$ cat config.mk
export PLATFORM = sky130hd
export DESIGN_NAME = video_fetch
export DESIGN_NICKNAME = d
export VERILOG_FILES = /design/src/video_pkg.sv /design/src/video_fetch.sv
export SDC_FILE = /design/constraint.sdc
export NUM_CORES = 1
export LEC_CHECK = 0
export ABC_AREA = 1
export BUFFER_PORTS_ARGS = -buffer_cell sky130_fd_sc_hd__buf_2
export CAP_MARGIN = 20
export CORE_ASPECT_RATIO = 1.5
export CORE_MARGIN = 2
export CORE_UTILIZATION = 49
export CTS_CLUSTER_DIAMETER = 40
export DETAILED_ROUTE_END_ITERATION = 6
export PLACE_DENSITY = 0.73
export SETUP_SLACK_MARGIN = 0.4
export SYNTH_ARGS = -nofsm -noshare
export SYNTH_HDL_FRONTEND = slang
export SYNTH_SLANG_ARGS = --single-unit
$ cat constraint.sdc
create_clock -name clk -period 1.8 [get_ports clk]
set_input_delay 0.09 -clock clk [delete_from_list [all_inputs] [get_ports clk]]
set_output_delay 0.09 -clock clk [all_outputs]
set_load 0.05 [all_outputs]
$ cat src/video_pkg.sv
`default_nettype none

package video_pkg;

	// fetch group and line index widths
	localparam int GROUP_W = 4;
	localparam int LINE_W = 8;

	localparam int VRAM_AW = 16; // vram word address

	// fetch period length in pixels
	localparam int PERIOD_SHORT = 16;
	localparam int PERIOD_LONG = 32;
	localparam int PIX_CNT_W = 6; // holds PERIOD_LONG

	// display modes, held steady between resets
	typedef enum logic [2:0] {
		mode_zx      = 3'd0,
		mode_p_16c   = 3'd1,
		mode_p_hmclr = 3'd2,
		mode_a_hmclr = 3'd3,
		mode_a_16c   = 3'd4,
		mode_a_text  = 3'd5
	} video_mode_e;

	// one pulse each per 4-clock character phase
	typedef struct packed {
		logic cbeg;      // phase 0
		logic post_cbeg; // phase 1
		logic pre_cend;  // phase 1
		logic cend;      // phase 2
	} pix_strobe_t;

	// sync to fetch
	typedef struct packed {
		logic               fetch_sync; // start of fetch period, with cbeg
		logic [GROUP_W-1:0] group_idx;  // group within line
		logic [LINE_W-1:0]  line;
	} fetch_ctl_t;

endpackage

`default_nettype wire

$ cat src/video_fetch.sv
`default_nettype none

module video_fetch (
	input  wire                           clk,
	input  wire                           reset,
	input  wire video_pkg::fetch_ctl_t    fetch_ctl,
	output logic                          vram_rd,
	output logic [video_pkg::VRAM_AW-1:0] vram_addr,
	input  wire [15:0]                    vram_data,
	output logic [63:0]                   pic_bits
);
	import video_pkg::*;

	localparam int BASE_W = LINE_W + GROUP_W;

	logic [BASE_W-1:0] base;   // {line, group} of the group being read
	logic [1:0]        word;   // word being requested
	logic              busy;
	logic              rd_d;   // data valid this cycle
	logic [1:0]        word_d;
	logic [63:0]       hold;   // group under assembly

	// four reads on consecutive clocks after fetch_sync
	always_ff @(posedge clk)
	begin
		if (reset)
		begin
			busy <= 1'b0;
			word <= 2'd0;
		end
		else if (fetch_ctl.fetch_sync)
		begin
			busy <= 1'b1;
			word <= 2'd0;
		end
		else if (busy)
		begin
			word <= word + 2'd1;
			if (word == 2'd3)
				busy <= 1'b0;
		end
	end

	always_ff @(posedge clk)
	begin
		if (fetch_ctl.fetch_sync)
			base <= {fetch_ctl.line, fetch_ctl.group_idx};
	end

	assign vram_rd = busy;
	assign vram_addr = {{(VRAM_AW - BASE_W - 2){1'b0}}, base, word};

	// vram answers one clock after each read
	always_ff @(posedge clk)
	begin
		if (reset)
			rd_d <= 1'b0;
		else
			rd_d <= vram_rd;
		word_d <= word;
	end

	always_ff @(posedge clk)
	begin
		if (reset)
			hold <= '0;
		else if (rd_d)
			hold[{word_d, 4'b0000} +: 16] <= vram_data; // word w into bits 16w+15:16w
	end

	// display of a group runs one period behind its fetch
	always_ff @(posedge clk)
	begin
		if (reset)
			pic_bits <= '0;
		else if (fetch_ctl.fetch_sync)
			pic_bits <= hold;
	end

endmodule

`default_nettype wire

# Word-level counts from Yosys, hierarchy flattened

Index checks and enable logic that the tools add are counted.
Widths: inputs -> output; s select.

Flip-flop bits (word level): 146
Output and inout port bits: 81
Word-level logic and storage cells: 17

Add/sub/neg operators: 2
Eq/ne operators: 1
Shifts and indexed selects: 2
Multiplexer cells: 4
Reductions and logical operators: 1

Operators with widths:

| kind                    | number |
|---|---|
| $bwmux 64               | 1 |
| $shift 16x8->64 const A | 1 |
| $shiftx 16x8->64        | 1 |
| $neg 6->8               | 1 |
| $mux 1                  | 3 |
| $add 2x1->2 const B     | 1 |
| $eq 2x2->1 const B      | 1 |
| $reduce_or 2->1         | 1 |

# Logic depth before layout (Yosys ltp)

Gate-level depths: netlist of the first run.

Depth in word-level cells: 4
Mapped depth: 9
Mapped depth without buffers: 7

# Least setup slack after synthesis of the first run

No wires, ideal clock.

Path type: register -> register
Start: register word_d[0]
End: register hold[46]
Setup time: 0.070 ns
Data arrival time: 1.654 ns
Setup slack: 0.076 ns
Cell stages (with the launch flop): 9
Buffers on the path: 2
Clock period less this slack: 1.724 ns
Cell sequence: dfxtp_1 -> inv_2 -> buf_2 -> ha_1 -> nand2_1 -> nor2_2 -> buf_4 -> nand2_1 -> a21oi_1

Longest elaborated chain between the ends: 3
Elaborated cells between the ends (all ways): 4
Those cells by class: add/sub (1); shift (2); mux (1)

Ends and longest elaborated chain:

| item                                                | line              | RTL |
|---|---|---|
| start: declaration                                  | video_fetch.sv:20 | `logic [1:0] word_d;` |
| start signal: assignment                            | video_fetch.sv:60 | `word_d <= word;` |
| $neg 6->8 *                                         | video_fetch.sv:68 | `hold[{word_d, 4'b0000} +: 16] <= vram_data;` |
| $shiftx 16x8->64 or $shift 16x8->64 (tied branches) | video_fetch.sv:68 |  |
| $bwmux 64 *                                         | video_fetch.sv:68 |  |
| end signal: indexed assignment                      | video_fetch.sv:68 |  |
| end: declaration                                    | video_fetch.sv:21 | `logic [63:0] hold;` |

Every way passes the cells marked *; elsewhere a longest branch is shown, timed or not.
A chain may end at the register's enable or synchronous reset.

# Worst setup path after layout of the first run

Start: register word_d[0]
End: register hold[29]

The elaborated chain is that of the path after synthesis.

==> run metrics, run 1 <==
arrival time worst endpoint=1.75 ns; most common cell after layout, fill and taps aside=dfxtp_1; RSZ-0062 raised after global routing=true; startpoint type of the worst setup path=flip-flop; Tightest Pin Transition=0.602 ns; root buf cell=clkbuf_16; Reg2Reg Setup Slack=slightly below 0.4 ns; Pwr Density=~1000 nW/um^2; global routing usage on met2=40.1%; final hold viol count=0; starting density of the core=about half; run status=completed; CTS Buf Count=17; CP required=2.14 ns; fillers=941; cell area after synthesis=5480 um^2; drt pass-1 iters=5; CTS tree=built; Final Max Slew Viols=0; met3 GRT Util=5.71%; row cnt=47; Worst-Skew Late Latency=around 0.42 ns; core box area=11000 um^2; most used routing layer in global routing=met2; async set-or-reset flop fraction in the synthesized netlist=0%; Tot GR Track Use=22.5%; dpl cells=914; number of H-tree levels=4; GP Congestion=0.897; HPWL after DPL=between 9000 and 10000 um; cells after synthesis=just under 700; initial antenna violation count=0; DR WL/cell=14.0 um; Pleak=2.92 nW; reg2reg path depth=7; global-route wire length before repair=21700 um; ANT nets after route=0; Seq/Total Area, Yosys=55.5%; vias in the first global route=4614; non-filler instance count after layout=970; routed vias/inst=around 5; DRC=0; final wirelength=13500 um; # setup viols final=0; class of the most critical setup path=reg2reg; n_diodes=0; Seq cells post-synth=around 150; Tmin final=1.41 ns; synth warn=0; fin area=7060 um^2; Ports=112; post-synthesis cell type count=25; worst hold path class=in2reg; worst vdd ir=0.803 mV; nature of the critical path endpoint=flip-flop; die width=90.4 um; grt ovf=0; final clock skew=0.00754 ns; mean post-synth cell area=7.97 um^2; Die Ht=134 um; Final Cycle Share=between 70% and 80%; vias=4831; clock slew at reported path FFs=approximately 0.060 ns; layout cell share with drive strength beyond 1=23.1%; EDFF count, synth=12; Final Net Count=about 850; die area=12100 um^2; placed cell area=6100 um^2; Max transition margin=59.8%; most frequent cells in the layout=dfxtp_1, nand2_1, buf_2; GR Util met1=24.4%; Area growth, synth to finish=28.8%; Peak Freq=around 0.71 GHz; Hold Path Depth=5; Port Buf Inserts=109; Worst Path Max Fanout=16; max-cap violations=0; TritonCTS Sinks=around 150; pin count of the biggest net entering global routing=67; setup TNS=0 ns; ys flop type=dfxtp_1; maximum root-to-sink buffer count=2; initial drt markers=around 260
==> Yosys cell counts, types with 2 or more instances <==
cell | instances | share of area (%)
a21oi_1 | 50 | 4.6
buf_2 | 10 | 0.91
buf_4 | 4 | 0.55
buf_6 | 6 | 1.2
clkbuf_1 | 19 | 1.3
dfxtp_1 | 134 | 49
edfxtp_1 | 12 | 6.6
ha_1 | 6 | 1.4
inv_1 | 102 | 7.0
inv_2 | 3 | 0.21
nand2_1 | 122 | 8.4
nand2_2 | 2 | 0.23
nand3_1 | 49 | 4.5
nor2_1 | 81 | 5.5
nor2_2 | 2 | 0.23
nor2_4 | 2 | 0.41
o21ai_0 | 41 | 3.7
o21ai_1 | 21 | 1.9
o22ai_1 | 16 | 1.8
==> worst paths after layout <==
kind,startpoint,end
setup / recovery,word_d[0],hold[29]
hold / removal,vram_data[3],hold[3]
setup reg to reg,word_d[0],hold[29]
hold reg to reg,word[1],word_d[1]
==> critical path: stages (launching register included) <==
cell,delay [ns]
dfxtp_4,0.38
clkinv_8,0.07
ha_4,0.30
nand2_4,0.08
nor2_4,0.13
buf_12,0.15
nand2_1,0.07
a21oi_1,0.14
==> where the power goes <==
group / internal (mW) / switching, mW
registers: 3.33 / 0.0224
logic: 0.166 / 0.382
clock network: 2.01 / 1.40
==> sequential cells by signal (all words and copies together) (netlist names) <==
register  flops
word          2
vram_rd       1
word_d        2
rd_d          1
pic_bits     64
base         12
hold         64
==> final cells by class <==
| cell class | count | area (um^2) | share of cell area (%) |
|---|---|---|---|
| clock buffer | 20 | 458 | 6.48 |
| clock inverter | 12 | 124 | 1.75 |
| inverter | 105 | 415 | 5.88 |
| multi-input combinational | 398 | 1910 | 27.1 |
| sequential | 146 | 3050 | 43.2 |
| tap | 147 | 184 | 2.60 |
| timing repair buffer | 142 | 916 | 13.0 |
==> stage by stage <==
stage	setup slack (ns)	hold WS [ns]	total power [mW]	util, %
finish	0.393	0.0375	7.31	64.2
global route	0.341	0.0799	7.55	64.2
CTS	0.424	0.0281	7.35	63.2
detailed placement	0.220	0.268	3.89	55.5
global placement	0.278	0.271	3.88	55.5
floorplan	0.357	0.189	3.78	-
==> what timing repair did <==
| item | CTS | global route |
|---|---|---|
| endpoints found under the hold margin | 13 | 0 |
| pin swaps | 4 | 0 |
| hold buffers | 13 | 0 |
| gates resized for setup | 9 | 28 |
| buffers inserted | 7 | 3 |
| endpoints found under the setup margin | 64 | 64 |
==> kinds of logic after synthesis <==
logic type / after synthesis / synth area share (%)
other: 1 / 0.0684
DFF: 146 / 55.5
and+or+nand+nor: 260 / 19.5
AOI/OAI and AO/OA: 130 / 12.3
adders and majority gates: 6 / 1.37
buffers and inverters: 145 / 11.3
==> per-layer routing <==
metal  vias to the layer above  routed length [um]
met3                        44                 938
met2                       204                6880
li1                       2407                   -
met5                         -                   0
met4                         0                 564
met1                      2176                5150
Note: power is estimated with default switching activity, not from simulation.
==> run 2, diff against run 1 <==
clock period = 1.2 ns   (was 1.8 ns; I/O delays follow)
==> run 2 against run 1 <==
  * The flow now finishes with violations (setup timing)
  * Final cell count grew 3.5%
  * Clock power grew 45%
  * Hold slack lost 0.013 ns
  * Total power grew 51%
  * Critical path depth is the same
  * Wire length grew 20%
  * Design area grew 19%
  * Non-clock buffer count grew 33
  * Critical endpoint is now hold[44]
  * Largest cell class unchanged
==> run metrics, run 2 (synthesis gave the netlist of run 1 again) <==
run status=finished with violations; failing checks=setup timing; max-cap violations=0; largest registers=hold x64, pic_bits x64, base x12; TritonCTS Sinks=approximately 150; die area=roughly 12000 um^2; worst hold path class=in2reg; Worst Path Max Fanout=16; arrival time worst endpoint=around 1.7 ns; Internal=around 8.3 mW; clock share of power=roughly 45%; Final Cycle Share=113%; setup TNS=-6.59 ns; register area=3140 um^2; initial drt markers=about 270; reg2reg path depth=7; number of H-tree levels=4; startpoint type of the worst setup path=flip-flop; Reg2Reg Setup Slack=-0.16 ns; Hold EP=hold[0]; placed cell area=6420 um^2; Pleak=approximately 3.3 nW; CP cell instances=inv_6, ha_4, nand2_4, nor2_4, buf_12, nand2_1, a21oi_2; final hold viol count=0; core box area=11000 um^2; most frequent cells in the layout=nand2_1, inv_1, buf_8; Psw=between 2 and 3 mW; routed vias/inst=5.01; class of the most critical setup path=reg2reg; vias=between 5000 and 6000; DRC=0; kind of cell adding the most delay to the critical path=flip-flops; maximum root-to-sink buffer count=2; dpl ws=-0.293 ns; Die Ht=between 100 and 150 um; grt ovf=0; layout cell share with drive strength beyond 1=39.8%; Peak Freq=~0.73 GHz; most common cell after layout, fill and taps aside=nand2_1; reg-to-reg startpoint=word_d[0]; Ports=112; Area growth, synth to finish=52.7%; switching share of power=around 25%; n_diodes=0; Final Max Slew Viols=0; Hold Path Origin=vram_data[0]; die width=90.4 um; initial antenna violation count=0; nature of the critical path endpoint=flip-flop; HPWL after DPL=approximately 9500 um; Worst-Skew Late Latency=~0.42 ns; Hold Path Depth=5; final clock skew=0.00644 ns; multi-input combinational cell area=2090 um^2; Port Buf Inserts=approximately 110; fillers=764; pin count of the biggest net entering global routing=64; clock slew at reported path FFs=0.06 ns; power share of the sequential group=roughly 46%; Hold WS=0.0241 ns; GP Congestion=0.931; CP required=~1.6 ns; starting density of the core=49.9%; Tmin final=around 1.4 ns; worst path bufs/invs=2; RSZ-0062 raised after global routing=true; CTS Buf Count=17; Pwr Density=1310 nW/um^2; DR WL/cell=16.2 um; min setup slack post-route=-0.161 ns; Final Net Count=881; vias in the first global route=between 5000 and 6000; root buf cell=clkbuf_16; final wirelength=around 16000 um; # setup viols final=64; global-route wire length before repair=25500 um; ANT nets after route=0; Crit path largest cell delay=between 0.3 and 0.4 ns; fin area=8380 um^2; worst vdd ir=approximately 1.0 mV; CTS tree=built; Tot GR Track Use=26.8%; drt pass-1 iters=7; row cnt=47; Logic pwr share=approximately 9.2%; Slowest-stage cell, CP=dfxtp_4; Final Util=76.2%; Crit Reg-Reg Endpoint=hold[44]
==> run 2: cell types whose count changed in the layout (fill, tap and decap cells not counted), moves of 16 or more <==
cell     before  now
a21oi_1      45   29
a21oi_2       5   21
buf_2       109   30
buf_4        10   34
buf_6         4   20
buf_8         0   68
dfxtp_1     132   65
dfxtp_2       0   64
==> run 2: area by class of cell <==
type	count	share of cell area (%)
clock buffers	20	5.33
inverters	105	4.91
clock inverters	12	1.28
multi-input cells	399	25.0
flip-flops and latches	146	37.5
repair buffers	175	23.8
well taps	147	2.20
==> run 2: worst max-delay path by stage <==
stage	cells after the start	from	slack (ns)	to
finish	7	word_d[0]	-0.16	hold[44]
global route	7	word_d[0]	-0.22	hold[35]
CTS	7	word_d[0]	-0.15	hold[44]
detailed placement	7	word_d[1]	-0.29	hold[53]
global placement	7	word_d[1]	-0.23	hold[56]
floorplan	8	word_d[0]	-0.24	hold[46]
==> run 2: metal layers <==
| metal | GRT usage [%] | part of all wire (%) | up-vias | wire, um |
|---|---|---|---|---|
| met2 | 49.7 | 55 | 158 | 8850 |
| met3 | 6.39 | 4.2 | 34 | 682 |
| met4 | 9.83 | 3.1 | 0 | 503 |
| met5 | 0 | 0 | - | 0 |
| li1 | - | - | 2465 | - |
| met1 | 29.7 | 38 | 2369 | 6180 |
==> run 2: worst min-delay path, delay by kind of cell <==
| kind | cells | cell delay (ns) |
|---|---|---|
| buffers and inverters | 1 | 0.13 |
| and+or+nand+nor | 4 | 0.20 |
==> run 2: power by group through the flow <==
stage	Sequential (mW)	Combinational [mW]	Clock, mW
floorplan	5.31	0.375	0
detailed placement	5.13	0.768	0
finish	5.05	1.01	4.95
global placement	5.13	0.754	0
CTS	5.04	0.941	4.98
global route	5.05	1.06	5.22
==> run 2: what timing repair did <==
item | CTS | global route
pin swaps | 7 | 15
endpoints found under the hold margin | 14 | 0
cloned | 2 | 0
hold buffers | 13 | 0
buffers inserted | 15 | 15
endpoints found under the setup margin | 147 | 168
resized for setup | 250 | 70
==> run 2: per-stage QoR <==
step	std cells	total power, mW
global placement	927	5.89
global route	1004	11.3
detailed placement	927	5.90
CTS	989	11.0
finish	1004	11.0
floorplan	689	5.69
