==> config.mk <==
export PLATFORM = sky130hd
export DESIGN_NAME = video_sync
export DESIGN_NICKNAME = d
export VERILOG_FILES = /design/src/video_pkg.sv /design/src/video_sync.sv
export SDC_FILE = /design/constraint.sdc
export NUM_CORES = 1
export LEC_CHECK = 0
export ABC_CLOCK_PERIOD_IN_PS = 2900
export BUFFER_PORTS_ARGS = -buffer_cell sky130_fd_sc_hd__buf_2
export CORE_MARGIN = 3
export CORE_UTILIZATION = 53
export CTS_CLUSTER_SIZE = 40
export DETAILED_ROUTE_END_ITERATION = 10
export PLACE_DENSITY = 0.78
export SETUP_SLACK_MARGIN = 0.5
export SLEW_MARGIN = 10
export SYNTH_ARGS = -nofsm -noshare
export SYNTH_HDL_FRONTEND = slang
export SYNTH_SLANG_ARGS = --single-unit
==> constraint.sdc <==
create_clock -name clk -period 2.9 [get_ports clk]
set_input_delay 0.725 -clock clk [delete_from_list [all_inputs] [get_ports clk]]
set_output_delay 0.725 -clock clk [all_outputs]
set_load 0.01 [all_outputs]
==> src/video_pkg.sv <==
`default_nettype none

package video_pkg;

	// fetch group and line index widths
	localparam int GROUP_W = 4;
	localparam int LINE_W = 8;

	localparam int VRAM_AW = 16; // vram word address

	// fetch period length in pixels
	localparam int PERIOD_SHORT = 16;
	localparam int PERIOD_LONG = 32;
	localparam int PIX_CNT_W = 6; // holds PERIOD_LONG

	// display modes, held steady between resets
	typedef enum logic [2:0] {
		mode_zx      = 3'd0,
		mode_p_16c   = 3'd1,
		mode_p_hmclr = 3'd2,
		mode_a_hmclr = 3'd3,
		mode_a_16c   = 3'd4,
		mode_a_text  = 3'd5
	} video_mode_e;

	// one pulse each per 4-clock character phase
	typedef struct packed {
		logic cbeg;      // phase 0
		logic post_cbeg; // phase 1
		logic pre_cend;  // phase 1
		logic cend;      // phase 2
	} pix_strobe_t;

	// sync to fetch
	typedef struct packed {
		logic               fetch_sync; // start of fetch period, with cbeg
		logic [GROUP_W-1:0] group_idx;  // group within line
		logic [LINE_W-1:0]  line;
	} fetch_ctl_t;

endpackage

`default_nettype wire

==> src/video_sync.sv <==
`default_nettype none

module video_sync #(
	parameter int line_groups = 16,
	parameter int frame_lines = 256
) (
	input  wire                      clk,
	input  wire                      reset,
	input  wire video_pkg::video_mode_e mode,
	input  wire                      pixf_14,
	output video_pkg::pix_strobe_t   strobes,
	output video_pkg::fetch_ctl_t    fetch_ctl,
	output logic                     int_start,
	output logic [2:0]               typos
);
	import video_pkg::*;

	logic [1:0]           phase;   // character phase
	logic [PIX_CNT_W-1:0] pix_cnt; // pixels since fetch_sync
	logic [PIX_CNT_W-1:0] period_len;
	logic                 started; // first fetch_sync seen
	logic                 pix_en;
	logic                 sync_now;
	logic [GROUP_W-1:0]   group_q; // index of the period starting at next sync
	logic [LINE_W-1:0]    line_q;
	logic [2:0]           row_q;   // text row of the current period

	always_ff @(posedge clk)
	begin
		if (reset)
			phase <= 2'd0;
		else
			phase <= phase + 2'd1;
	end

	assign strobes.cbeg = (phase == 2'd0);
	assign strobes.post_cbeg = (phase == 2'd1);
	assign strobes.pre_cend = (phase == 2'd1);
	assign strobes.cend = (phase == 2'd2);

	assign pix_en = strobes.cend | (pixf_14 & strobes.post_cbeg);

	// wide modes fetch every 32 pixels
	assign period_len = (mode == mode_a_hmclr || mode == mode_a_text) ?
		PIX_CNT_W'(PERIOD_LONG) : PIX_CNT_W'(PERIOD_SHORT);

	assign sync_now = strobes.cbeg & (~started | (pix_cnt == period_len));

	always_ff @(posedge clk)
	begin
		if (reset)
		begin
			started <= 1'b0;
			pix_cnt <= '0;
			group_q <= '0;
			line_q <= '0;
			row_q <= '0;
		end
		else if (sync_now)
		begin
			started <= 1'b1;
			pix_cnt <= '0;
			row_q <= line_q[2:0];
			if (group_q == GROUP_W'(line_groups - 1))
			begin
				group_q <= '0;
				if (line_q == LINE_W'(frame_lines - 1))
					line_q <= '0;
				else
					line_q <= line_q + 1'b1;
			end
			else
				group_q <= group_q + 1'b1;
		end
		else if (pix_en)
			pix_cnt <= pix_cnt + 1'b1;
	end

	assign fetch_ctl.fetch_sync = sync_now;
	assign fetch_ctl.group_idx = group_q;
	assign fetch_ctl.line = line_q;

	assign int_start = sync_now & (group_q == '0) & (line_q == '0); // frame start
	assign typos = row_q;

endmodule

`default_nettype wire

; ---- Word-level counts from Yosys, hierarchy flattened
; Cells that the tools add are included.
[totals]
register_bits = 24
latchBits = 0
mem_bits_rw = 0
romBits = 0
out_inout_bits = 21
elab_cells = 33
memories = 0
[op_classes]
n_addsub = 4
mul = 0
div_mod_pow = 0
order_cmp = 0
n_eq_ne = 7
shift = 0
muxes = 3
bitwise_logic = 7
reduce_logical = 6
[op_table]
columns = cell, count
row1 = adder 8 x 1 -> 8 bit (second input constant), 1
row2 = equality test 8 bit (second input constant), 1
row3 = zero test 8 bit, 1
row4 = two-way mux 8 bit, 1
row5 = adder 6 x 1 -> 6 bit (second input constant), 1
row6 = equality test 6 bit, 1
row7 = two-way mux 6 bit, 1
row8 = adder 4 x 1 -> 4 bit (second input constant), 1
row9 = AND 1 bit, 4
row10 = equality test 4 bit (second input constant), 1
row11 = zero test 4 bit, 1
row12 = two-way mux 4 bit, 1
row13 = equality test 3 x 2 -> 1 bit (second input constant), 1
row14 = equality test 3 bit (second input constant), 1
row15 = adder 2 x 1 -> 2 bit (second input constant), 1
row16 = equality test 2 x 1 -> 1 bit (second input constant), 1
row17 = equality test 2 bit (second input constant), 1
row18 = zero test 2 bit, 1
row19 = bitwise OR 1 bit, 2
row20 = AND reduction 2 bit, 1
row21 = OR reduction 2 bit, 1
row22 = logical OR 1 bit, 1
row23 = NOT 1 bit, 1

; ---- Longest topological paths before layout
; Gate-level depths: netlist (run 1).
[logic_depth]
word_depth = 8
depth_mapped = 9

; ---- Least setup slack after synthesis (run 1)
; Ideal clock, no wire load.
[synth_path]
path_type = input -> output
start = input mode[2]
end = output fetch_ctl[12] (netlist bit)
t_arrival_ps = 1748
slack_ps = 427
cell_stages = 7
path_cell_list = xnor2_1 > o211a_4 > o21bai_4 > and2_1 > buf_4 > inv_2 > buf_4
[synth_between]
elab_chain_cells = 6
word_cells_on_any_way = 7
[synth_rtl]
columns = element, line_no
row1 = "start, declared", video_sync.sv:9  ; input wire video_pkg::video_mode_e mode,
row2 = equality test 3 x 2 -> 1 bit or equality test 3 bit (tied branches), video_sync.sv:44  ; assign period_len = (mode == mode_a_hmclr || mode == mode_a_text) ?
row3 = logical OR 1 bit (*), video_sync.sv:44
row4 = two-way mux 6 bit (*), video_sync.sv:44
row5 = equality test 6 bit (*), video_sync.sv:47  ; assign sync_now = strobes.cbeg & (~started | (pix_cnt == period_len));
row6 = bitwise OR 1 bit (*), video_sync.sv:47
row7 = AND 1 bit (*), video_sync.sv:47
row8 = "end, declared", video_sync.sv:12  ; output video_pkg::fetch_ctl_t fetch_ctl,
; Every way passes the cells marked *; elsewhere a longest branch is shown, timed or not.

; ---- Worst setup path after layout (run 1)
[layout_path]
start = input mode[2]
end = output int_start
[layout_between]
elab_chain_cells = 8
word_cells_on_any_way = 9
[layout_rtl]
columns = element, line_no
row1 = equality test 3 x 2 -> 1 bit or equality test 3 bit (tied branches), video_sync.sv:44
row2 = logical OR 1 bit (*), video_sync.sv:44
row3 = two-way mux 6 bit (*), video_sync.sv:44
row4 = equality test 6 bit (*), video_sync.sv:47
row5 = bitwise OR 1 bit (*), video_sync.sv:47
row6 = AND 1 bit (*), video_sync.sv:47
row7 = AND 1 bit (*) (2 in a row), video_sync.sv:83  ; assign int_start = sync_now & (group_q == '0) & (line_q == '0);
row8 = "end, declared", video_sync.sv:13  ; output logic int_start,
; Marks and branches as above.

==> results.md, run 1 <==
* Clock transition at path regs at 0.13 ns
* Post-synthesis xor/xnor area fraction at 0.0402
* Share of layout cells above drive strength 1 at 0.284
* Initial Util at 0.575
* Synth Warn # at 0
* ANT nets after route at 0
* CP Cell Sequence: buf_8 > xnor2_4 > o211a_4 > o21bai_4 > and2_4 > nor2_1 > buf_2
* Longest Clk Path Bufs at 2
* Placer Congestion at 0.824
* Row cnt at 17
* Inserted Diodes at 0
* Final Skew at 0.00235 ns
* Largest family of logic cells by synthesized area: simple AND/OR/NAND/NOR gates
* Port bufs at 26
* Synth Area in Compound Gates at 0.164
* CTS tree: yes
* Routed WL at 3.03 mm
* Top FF cell, synth: dfxtp_1
* DIE WIDTH at 55.7 um
* Adder-cell share of the synthesized area at 0.0860
* Hpwl dp at 2.13 mm
* Power, Total at 0.656 mW
* Cell count after synthesis at 154
* Worst path slowest cell: o211a_4
* Rel. slew slack at 0.660
* Data arrival, critical path at 1.73 ns
* Die H at 55.7 um
* Setup crit end kind: primary output
* Register area share after synthesis at 0.367
* Power per cell area at 413 nW/um^2
* Crit path launch type: input port
* Area contributors post-synth: dfxtp_1 37%, ha_1 8.6%, nand4_1 4.3%
* Setup TNS at 0 ns
* Crit path max fanout at 4
* Via Count at 1,224
* Worst skew pair latency at 0.32 ns
* Count of flip-flops with a built-in enable after synthesis at 0
* Syn nets at 169
* Congestion Overflow GR at 0
* Vias in the first global route at 1,162
* Leak at 0.658 nW
* Crit path kind: in2out
* Hold Vio Cnt, Final at 0
* DP Worst Slack at 0.193 ns
* Dominant cell type by area after synthesis: dfxtp_1
* Period utilisation layout at 0.845
* Synth Area in Simple Gates at 0.242
* Top-area cell type share of the netlist area at 0.367
* Initial DRC Count at 24
* Clk root buf: clkbuf_4
* Hold Path Class: reg2reg
* Max-cap violations at 0
* Gr usage total at 0.197
* Most common cell in the netlist: dfxtp_1
* Final #Nets at 199
* Max VDD drop at 316 uV
* Count of pins over their slew limit at 0
* Tightest Pin Transition at 0.511 ns
* Num ports at 27
* Largest net degree at the start of global routing at 22
* Reg area at 482 sq um
* Status: completed
* Seq cells post-synth at 24
* DR pass1 iterations at 4
* Antenna violations before repair at 0
* Final setup margin at 0.449 ns
* Core box area at 2280 sq um
* Setup-failing EPs final at 0
* Post-DR wirelength/cell at 14.3 um
* First-pass GRT wire length at 5.03 mm
* Vias per cell at 5.80
* Most frequent cells after synthesis: 24 x dfxtp_1, 13 x inv_1, 12 x nor2_1
* Post-synthesis mux area share at 0.0239
* Fmax at 408 MHz
* Drt drc at 0
* Die area at 3100 sq um
* Critical path required time at 2.17 ns
* TritonCTS buffer count at 3
* Area grow syn2layout at 21.3%
* Clock Sinks at 24
* Worst path top cell family by delay: compound AO/OA/AOI/OAI gates
* Unique masters post-synth at 38
* CTS H-tree depth at 1
* Max incr delay on CP at 0.25 ns
* Area of the multi-input gates at 764 sq um
* Unrepaired setup endpoints after global routing: yes
* Cell area after synthesis at 1310 sq um
* Post-route minimum period at 2.45 ns
* Buf/Inv on CP at 2
* Async SR Flop Fraction at 0
* Syn Area/Cell at 8.50 sq um
* Layout fillers at 183
## worst paths after layout
check / startpoint / end / slack [ns] / cells after the start
worst min register to register: phase[0] / phase[0] / 0.42 / 1
worst max register to register: phase[1] / line_q[5] / 0.94 / 8
worst min-delay path: phase[0] / phase[0] / 0.42 / 1
worst max-delay path: mode[2] / int_start / 0.45 / 7
## layout make-up
cell class,count,share of cell area
clock buffers,4,0.0229
inverters,14,0.0362
multi-input cells,107,0.481
flip-flops and latches,24,0.303
well taps,28,0.0221
repair buffers,34,0.134
## per-layer routing
layer  share of wire  up-vias  global-route usage
li1                -      603                   -
met1            0.44      585               0.238
met2            0.50       31               0.345
met3           0.042        5              0.0255
met4           0.017        0              0.0868
met5               0        -                   0
## logic make-up after synthesis
kind of cell	Yosys count
buf+inv	23
xor+xnor	6
compound gates	29
simple gates	60
flops	24
fa+ha+maj	9
mux	3
## timing repair
item / CTS / global route
gates resized for setup: 9 / 2
setup buffers: 6 / 2
hold buffers: 0 / 0
endpoints found under the setup margin: 2 / 2
pin swaps: 6 / 0
gates cloned: 0 / 0
## metrics by stage
stage / hold slack, ns / cells / utilization / instance area (sq um)
CTS: 0.466 / 209 / 0.690 / 1570
detailed placement: 0.438 / 199 / 0.638 / 1450
finish: 0.424 / 211 / 0.698 / 1590
global placement: 0.429 / 199 / 0.638 / 1450
global route: 0.457 / 211 / 0.698 / 1590
floorplan: 0.417 / 154 / - / 1340
## registers in the layout, indices dropped and copies added (netlist names)
name	cells
line_q	8
pix_cnt	6
group_q	4
typos	3
phase	2
started	1
## layout by cell type (no fill, tap or decap), types with 9 or more instances in the layout
cell / Yosys / layout
a21oi_1: 9 / 9
buf_2: 2 / 23
nor2_1: 12 / 12
dfxtp_1: 24 / 23
nand4_1: 9 / 9
nand3_1: 9 / 9
inv_1: 13 / 13
## where the power goes
part | internal, mW | total, mW | leakage [nW] | switching (mW)
Combinational | 0.0602 | 0.129 | 0.442 | 0.0683
Sequential | 0.339 | 0.347 | 0.195 | 0.00780
Clock | 0.0769 | 0.180 | 0.0210 | 0.103
Total | 0.476 | 0.656 | 0.658 | 0.179
Note: power is estimated with default switching activity, not from simulation.
==> run 2: changes to the inputs <==
--- a/config.mk
+++ b/config.mk
@@ -5,7 +5,7 @@
 export SDC_FILE = /design/constraint.sdc
 export NUM_CORES = 1
 export LEC_CHECK = 0
-export ABC_CLOCK_PERIOD_IN_PS = 2900
+export ABC_CLOCK_PERIOD_IN_PS = 2500
 export BUFFER_PORTS_ARGS = -buffer_cell sky130_fd_sc_hd__buf_2
 export CORE_MARGIN = 3
 export CORE_UTILIZATION = 53
==> constraint.sdc (replaced) <==
create_clock -name clk -period 2.5 [get_ports clk]
set_input_delay 0.625 -clock clk [delete_from_list [all_inputs] [get_ports clk]]
set_output_delay 0.625 -clock clk [all_outputs]
set_load 0.01 [all_outputs]
==> run 2 against run 1 <==
  * Clock power is 13% higher
  * Sequential share of layout area decreased by 2.2 points
  * Register-to-register slack got worse by 0.40 ns
  * Highest routed layer unchanged
  * Final cell count up 4.3%
==> results.md, run 2 (synthesis results as in run 1) <==
* Placed instance area at 1460 sq um
* Vias in the first global route at 1,163
* Status: completed
* Setup crit end kind: primary output
* Port bufs at 26
* Die area at 3100 sq um
* Most frequent cells in the layout: 23 x buf_2, 21 x dfxtp_1, 15 x buf_4
* Die H at 55.7 um
* Gr usage total at 0.198
* Largest net degree at the start of global routing at 22
* Layout fillers at 163
* TritonCTS buffer count at 3
* Rel. slew slack at 0.636
* Count of pins over their slew limit at 0
* Antenna violations before repair at 0
* Biggest regs: line_q x8, pix_cnt x6, group_q x4
* R2R Path End: line_q[0]
* Crit path kind: in2out
* Clock Sinks at 24
* Hold Path Class: reg2reg
* Clock transition at path regs at 0.12 ns
* Final Skew at 0.00210 ns
* Initial DRC Count at 36
* Post-DR wirelength/cell at 15.1 um
* Worst r2r path cells at 10
* Longest Clk Path Bufs at 2
* ANT nets after route at 0
* Reg-to-Reg Start: phase[0]
* Placer Congestion at 0.848
* Hold Vio Cnt, Final at 0
* Vias per cell at 5.90
* DR pass1 iterations at 5
* Hold endpoint: phase[0]
* Setup-failing EPs final at 0
* Max FFs per register at 8
* First-pass GRT wire length at 5.08 mm
* Initial Util at 0.575
* Final #Nets at 208
* Crit path max fanout at 3
* DIE WIDTH at 55.7 um
* Worst skew pair latency at 0.32 ns
* Hold Path Stages at 1
* Crit path launch: mode[1]
* Crit path launch type: input port
* Share of layout cells above drive strength 1 at 0.370
* Post-Layout Cell Count at 220
* Reg with most FFs: line_q
* Power per cell area at 449 nW/um^2
* CTS H-tree depth at 1
* Data arrival, critical path at 1.65 ns
* R2R Setup Slk at 0.54 ns
* Critical path required time at 1.88 ns
* CTS tree: yes
* Via Count at 1,299
* Area grow syn2layout at 31.3%
* Num ports at 27
* Cts hold-fix bufs at 0
* Inserted Diodes at 0
* Core box area at 2280 sq um
* Unrepaired setup endpoints after global routing: yes
* Max VDD drop at 340 uV
* Congestion Overflow GR at 0
* Clk root buf: clkbuf_4
* Post-route minimum period at 2.28 ns
* Row cnt at 17
* Hpwl dp at 2.16 mm
* Period utilisation layout at 0.911
* Drt drc at 0
* Worst hold path startpoint: phase[0]
* Max-cap violations at 0
* Most common cell after layout, fill and taps aside: buf_2
* Routed WL at 3.32 mm
* Leak at 0.703 nW
* Post-layout instance area at 1720 sq um
* Fmax at 439 MHz
* Placed cell count at 200
* Tightest Pin Transition at 0.540 ns
* Setup TNS at 0 ns
[run 2: changes by cell type in the layout (fill, tap and decap cells not counted), sizes merged]
cell   before  now
buf        34   42
o21ai       5    6
[run 2: through the flow]
| stage | utilization | hold slack (ns) | power [mW] | setup slack [ns] |
|---|---|---|---|---|
| finish | 0.755 | 0.436 | 0.771 | 0.223 |
| global route | 0.755 | 0.443 | 0.812 | 0.185 |
| CTS | 0.697 | 0.435 | 0.757 | 0.257 |
| detailed placement | 0.642 | 0.435 | 0.531 | 0.137 |
| global placement | 0.642 | 0.427 | 0.526 | 0.154 |
| floorplan | - | 0.417 | 0.507 | 0.233 |
[run 2: layout make-up]
| class | instances | area, sq um | area share |
|---|---|---|---|
| clock buffers | 4 | 36.3 | 0.0211 |
| inverters | 14 | 57.6 | 0.0335 |
| multi-input cells | 108 | 825 | 0.480 |
| flip-flops and latches | 24 | 484 | 0.282 |
| well taps | 28 | 35.0 | 0.0204 |
| repair buffers | 42 | 280 | 0.163 |
[run 2: repair_timing]
item                                    4_1_cts  5_1_grt
cloned                                        0        1
gates resized for setup                      15       11
endpoints found under the setup margin       10        6
pin swaps                                     6       12
setup buffers                                 6        9
[run 2: how the worst max path moves through the flow]
stage,endpoint,slack [ns]
global route,int_start,0.19
finish,int_start,0.22
floorplan,fetch_ctl[12],0.23
CTS,int_start,0.26
detailed placement,int_start,0.14
global placement,int_start,0.15
[run 2: metal layers]
metal / vias up / share of wire / GRT usage
li1: 628 / - / -
met1: 609 / 0.43 / 0.236
met2: 51 / 0.49 / 0.329
met3: 11 / 0.057 / 0.0394
met4: 0 / 0.022 / 0.108
met5: - / 0 / 0
[run 2: critical path, cell delays in order]
cell	delay [ns]
buf_8	0.10
xnor2_4	0.14
o211a_4	0.27
o21bai_4	0.14
and2_4	0.20
nor2_2	0.05
buf_2	0.13
[run 2: report_power, final]
group	switching, mW	internal, mW	total [mW]
Sequential	0.00927	0.394	0.404
Clock	0.114	0.0891	0.203
Combinational	0.0881	0.0766	0.165
Total	0.211	0.560	0.771
==> run 3: changes to the inputs <==
--- a/config.mk
+++ b/config.mk
@@ -5,13 +5,13 @@
 export SDC_FILE = /design/constraint.sdc
 export NUM_CORES = 1
 export LEC_CHECK = 0
-export ABC_CLOCK_PERIOD_IN_PS = 2500
+export ABC_CLOCK_PERIOD_IN_PS = 2760
 export BUFFER_PORTS_ARGS = -buffer_cell sky130_fd_sc_hd__buf_2
 export CORE_MARGIN = 3
-export CORE_UTILIZATION = 53
+export CORE_UTILIZATION = 54
 export CTS_CLUSTER_SIZE = 40
 export DETAILED_ROUTE_END_ITERATION = 10
-export PLACE_DENSITY = 0.78
+export PLACE_DENSITY = 0.79
 export SETUP_SLACK_MARGIN = 0.5
 export SLEW_MARGIN = 10
 export SYNTH_ARGS = -nofsm -noshare
==> constraint.sdc (replaced) <==
create_clock -name clk -period 2.76 [get_ports clk]
set_input_delay 0.69 -clock clk [delete_from_list [all_inputs] [get_ports clk]]
set_output_delay 0.69 -clock clk [all_outputs]
set_load 0.01 [all_outputs]
==> run 3 against run 2 <==
  * Non-clock buffer count is 5 lower
  * Sequential share of layout area is 1.8 points higher
  * Critical endpoint unchanged
  * Clock power is 8% lower
  * Worst setup slack better by 0.18 ns
  * Clock skew is 0.00073 ns higher
  * Worst hold slack better by 0.058 ns
  * Total power is 9.9% lower
  * Routed wire length is 5.0% lower
  * First-iteration DRC count is 56% higher
  * Count of clock-buffer cells in the layout stayed put
==> results.md, run 3 (synthesis results as in run 1) <==
* Status: completed
* CTS tree: yes
* CTS H-tree depth at 1
* DP Worst Slack at 0.137 ns
* Utilization after layout at 0.717
* Hpwl dp at 2.15 mm
* Critical path required time at 2.07 ns
* Max-cap violations at 0
* Register share of total power at 0.529
* Reg with most FFs: line_q
* Clock power frac at 0.268
* Crit path max fanout at 3
* Vias per cell at 5.86
* Via Count at 1,254
* Setup crit end kind: primary output
* Placed instance area at 1450 sq um
* Post-DR wirelength/cell at 14.7 um
* Reg-to-Reg Start: phase[1]
* Clk root buf: clkbuf_4
* Worst path slowest cell: o211a_4
* Post-route minimum period at 2.36 ns
* Antenna violations before repair at 0
* Hold Path Stages at 2
* Num ports at 27
* CP Cell Sequence: buf_8 > xnor2_4 > o211a_4 > o21bai_4 > and2_4 > nor2_2 > buf_2
* Crit path launch: mode[2]
* Hold_ws at 0.493 ns
* Worst r2r path cells at 8
* Placer Congestion at 0.808
* Max FFs per register at 8
* Reg area at 485 sq um
* R2R Path End: line_q[3]
* R2R Setup Slk at 0.78 ns
* Clock transition at path regs at 0.13 ns
* Initial Util at 0.580
* Unrepaired setup endpoints after global routing: yes
* Die area at 3050 sq um
* Gr usage total at 0.204
* Worst skew pair latency at 0.31 ns
* Max VDD drop at 470 uV
* TritonCTS buffer count at 3
* Biggest regs: line_q x8, pix_cnt x6, group_q x4
* Most common cell after layout, fill and taps aside: buf_2
* Port bufs at 26
* Int Power at 0.505 mW
* Congestion Overflow GR at 0
* ANT nets after route at 0
* Net switching fraction of the power at 0.273
* Switching power at 0.189 mW
* Layout fillers at 183
* Final #Nets at 202
* Initial DRC Count at 56
* Hold endpoint: started
* Crit path launch type: input port
* Max incr delay on CP at 0.25 ns
* Leak at 0.674 nW
* Worst hold path startpoint: started
* Share of layout cells above drive strength 1 at 0.339
* Tightest Pin Transition at 0.516 ns
* Power per cell area at 430 nW/um^2
* DR pass1 iterations at 4
* Setup-failing EPs final at 0
* Power, Total at 0.695 mW
* Vias in the first global route at 1,237
* Inserted Diodes at 0
* Routed WL at 3.15 mm
* Drt drc at 0
* Data arrival, critical path at 1.67 ns
* Most frequent cells in the layout: 23 x buf_2, 20 x dfxtp_1, 11 x nor2_1, 11 x buf_4
* DIE WIDTH at 55.2 um
* Row cnt at 17
* Hold Vio Cnt, Final at 0
* Die H at 55.2 um
* Clock Sinks at 24
* Count of pins over their slew limit at 0
* Largest net degree at the start of global routing at 22
* First-pass GRT wire length at 5.22 mm
* Placed cell count at 199
* Post-Layout Cell Count at 214
* Period utilisation layout at 0.855
* Post-layout instance area at 1620 sq um
* Final setup margin at 0.399 ns
* Final Skew at 0.00283 ns
* Area of the multi-input gates at 767 sq um
* Rel. slew slack at 0.656
* Setup TNS at 0 ns
* Fmax at 424 MHz
* Crit path kind: in2out
* Longest Clk Path Bufs at 2
* Cts hold-fix bufs at 0
* Hold Path Class: reg2reg
* Gate power share at 0.204
* Area grow syn2layout at 23.5%
* Core box area at 2250 sq um
==> run 3: layout make-up <==
class	instances	area share
Timing Repair Buffer	37	0.146
Clock buffer	4	0.0224
Multi-Input combinational cell	107	0.474
Tap cell	28	0.0217
Inverter	14	0.0356
Sequential cell	24	0.300
==> run 3: worst max-delay path, delay by kind of cell <==
family,cells,cell delay [ns]
AO/OA/AOI/OAI,2,0.37
XOR/XNOR,1,0.14
buffers and inverters,2,0.23
AND/OR/NAND/NOR,2,0.23
==> run 3: power groups by stage <==
stage	logic, mW	clock network (mW)	registers, mW
2_1_floorplan	0.0862	0	0.373
3_3_place_gp	0.104	0	0.372
3_5_place_dp	0.107	0	0.373
4_1_cts	0.129	0.190	0.366
5_1_grt	0.156	0.204	0.369
6_report	0.141	0.186	0.367
==> run 3: what timing repair did <==
item / CTS / global route
buffers inserted: 6 / 5
gates resized for setup: 14 / 5
endpoints found under the hold margin: 0 / 0
pin swaps: 5 / 2
endpoints found under the setup margin: 2 / 2
==> run 3: how the worst max path moves through the flow <==
stage	end	slack (ns)	cells past startpoint
after global routing	int_start	0.33	4
after global placement	int_start	0.17	7
after detailed placement	int_start	0.14	7
after CTS	int_start	0.41	7
final	int_start	0.40	7
after floorplan	fetch_ctl[12]	0.36	7
==> run 3: routing by layer <==
metal,up-vias,routed length [um],GRT usage,share of wire
met1,593,1260,0.224,0.40
met5,-,0,0,0
met2,45,1650,0.375,0.52
met4,0,59,0.0799,0.019
li1,610,-,-,-
met3,6,173,0.0467,0.055
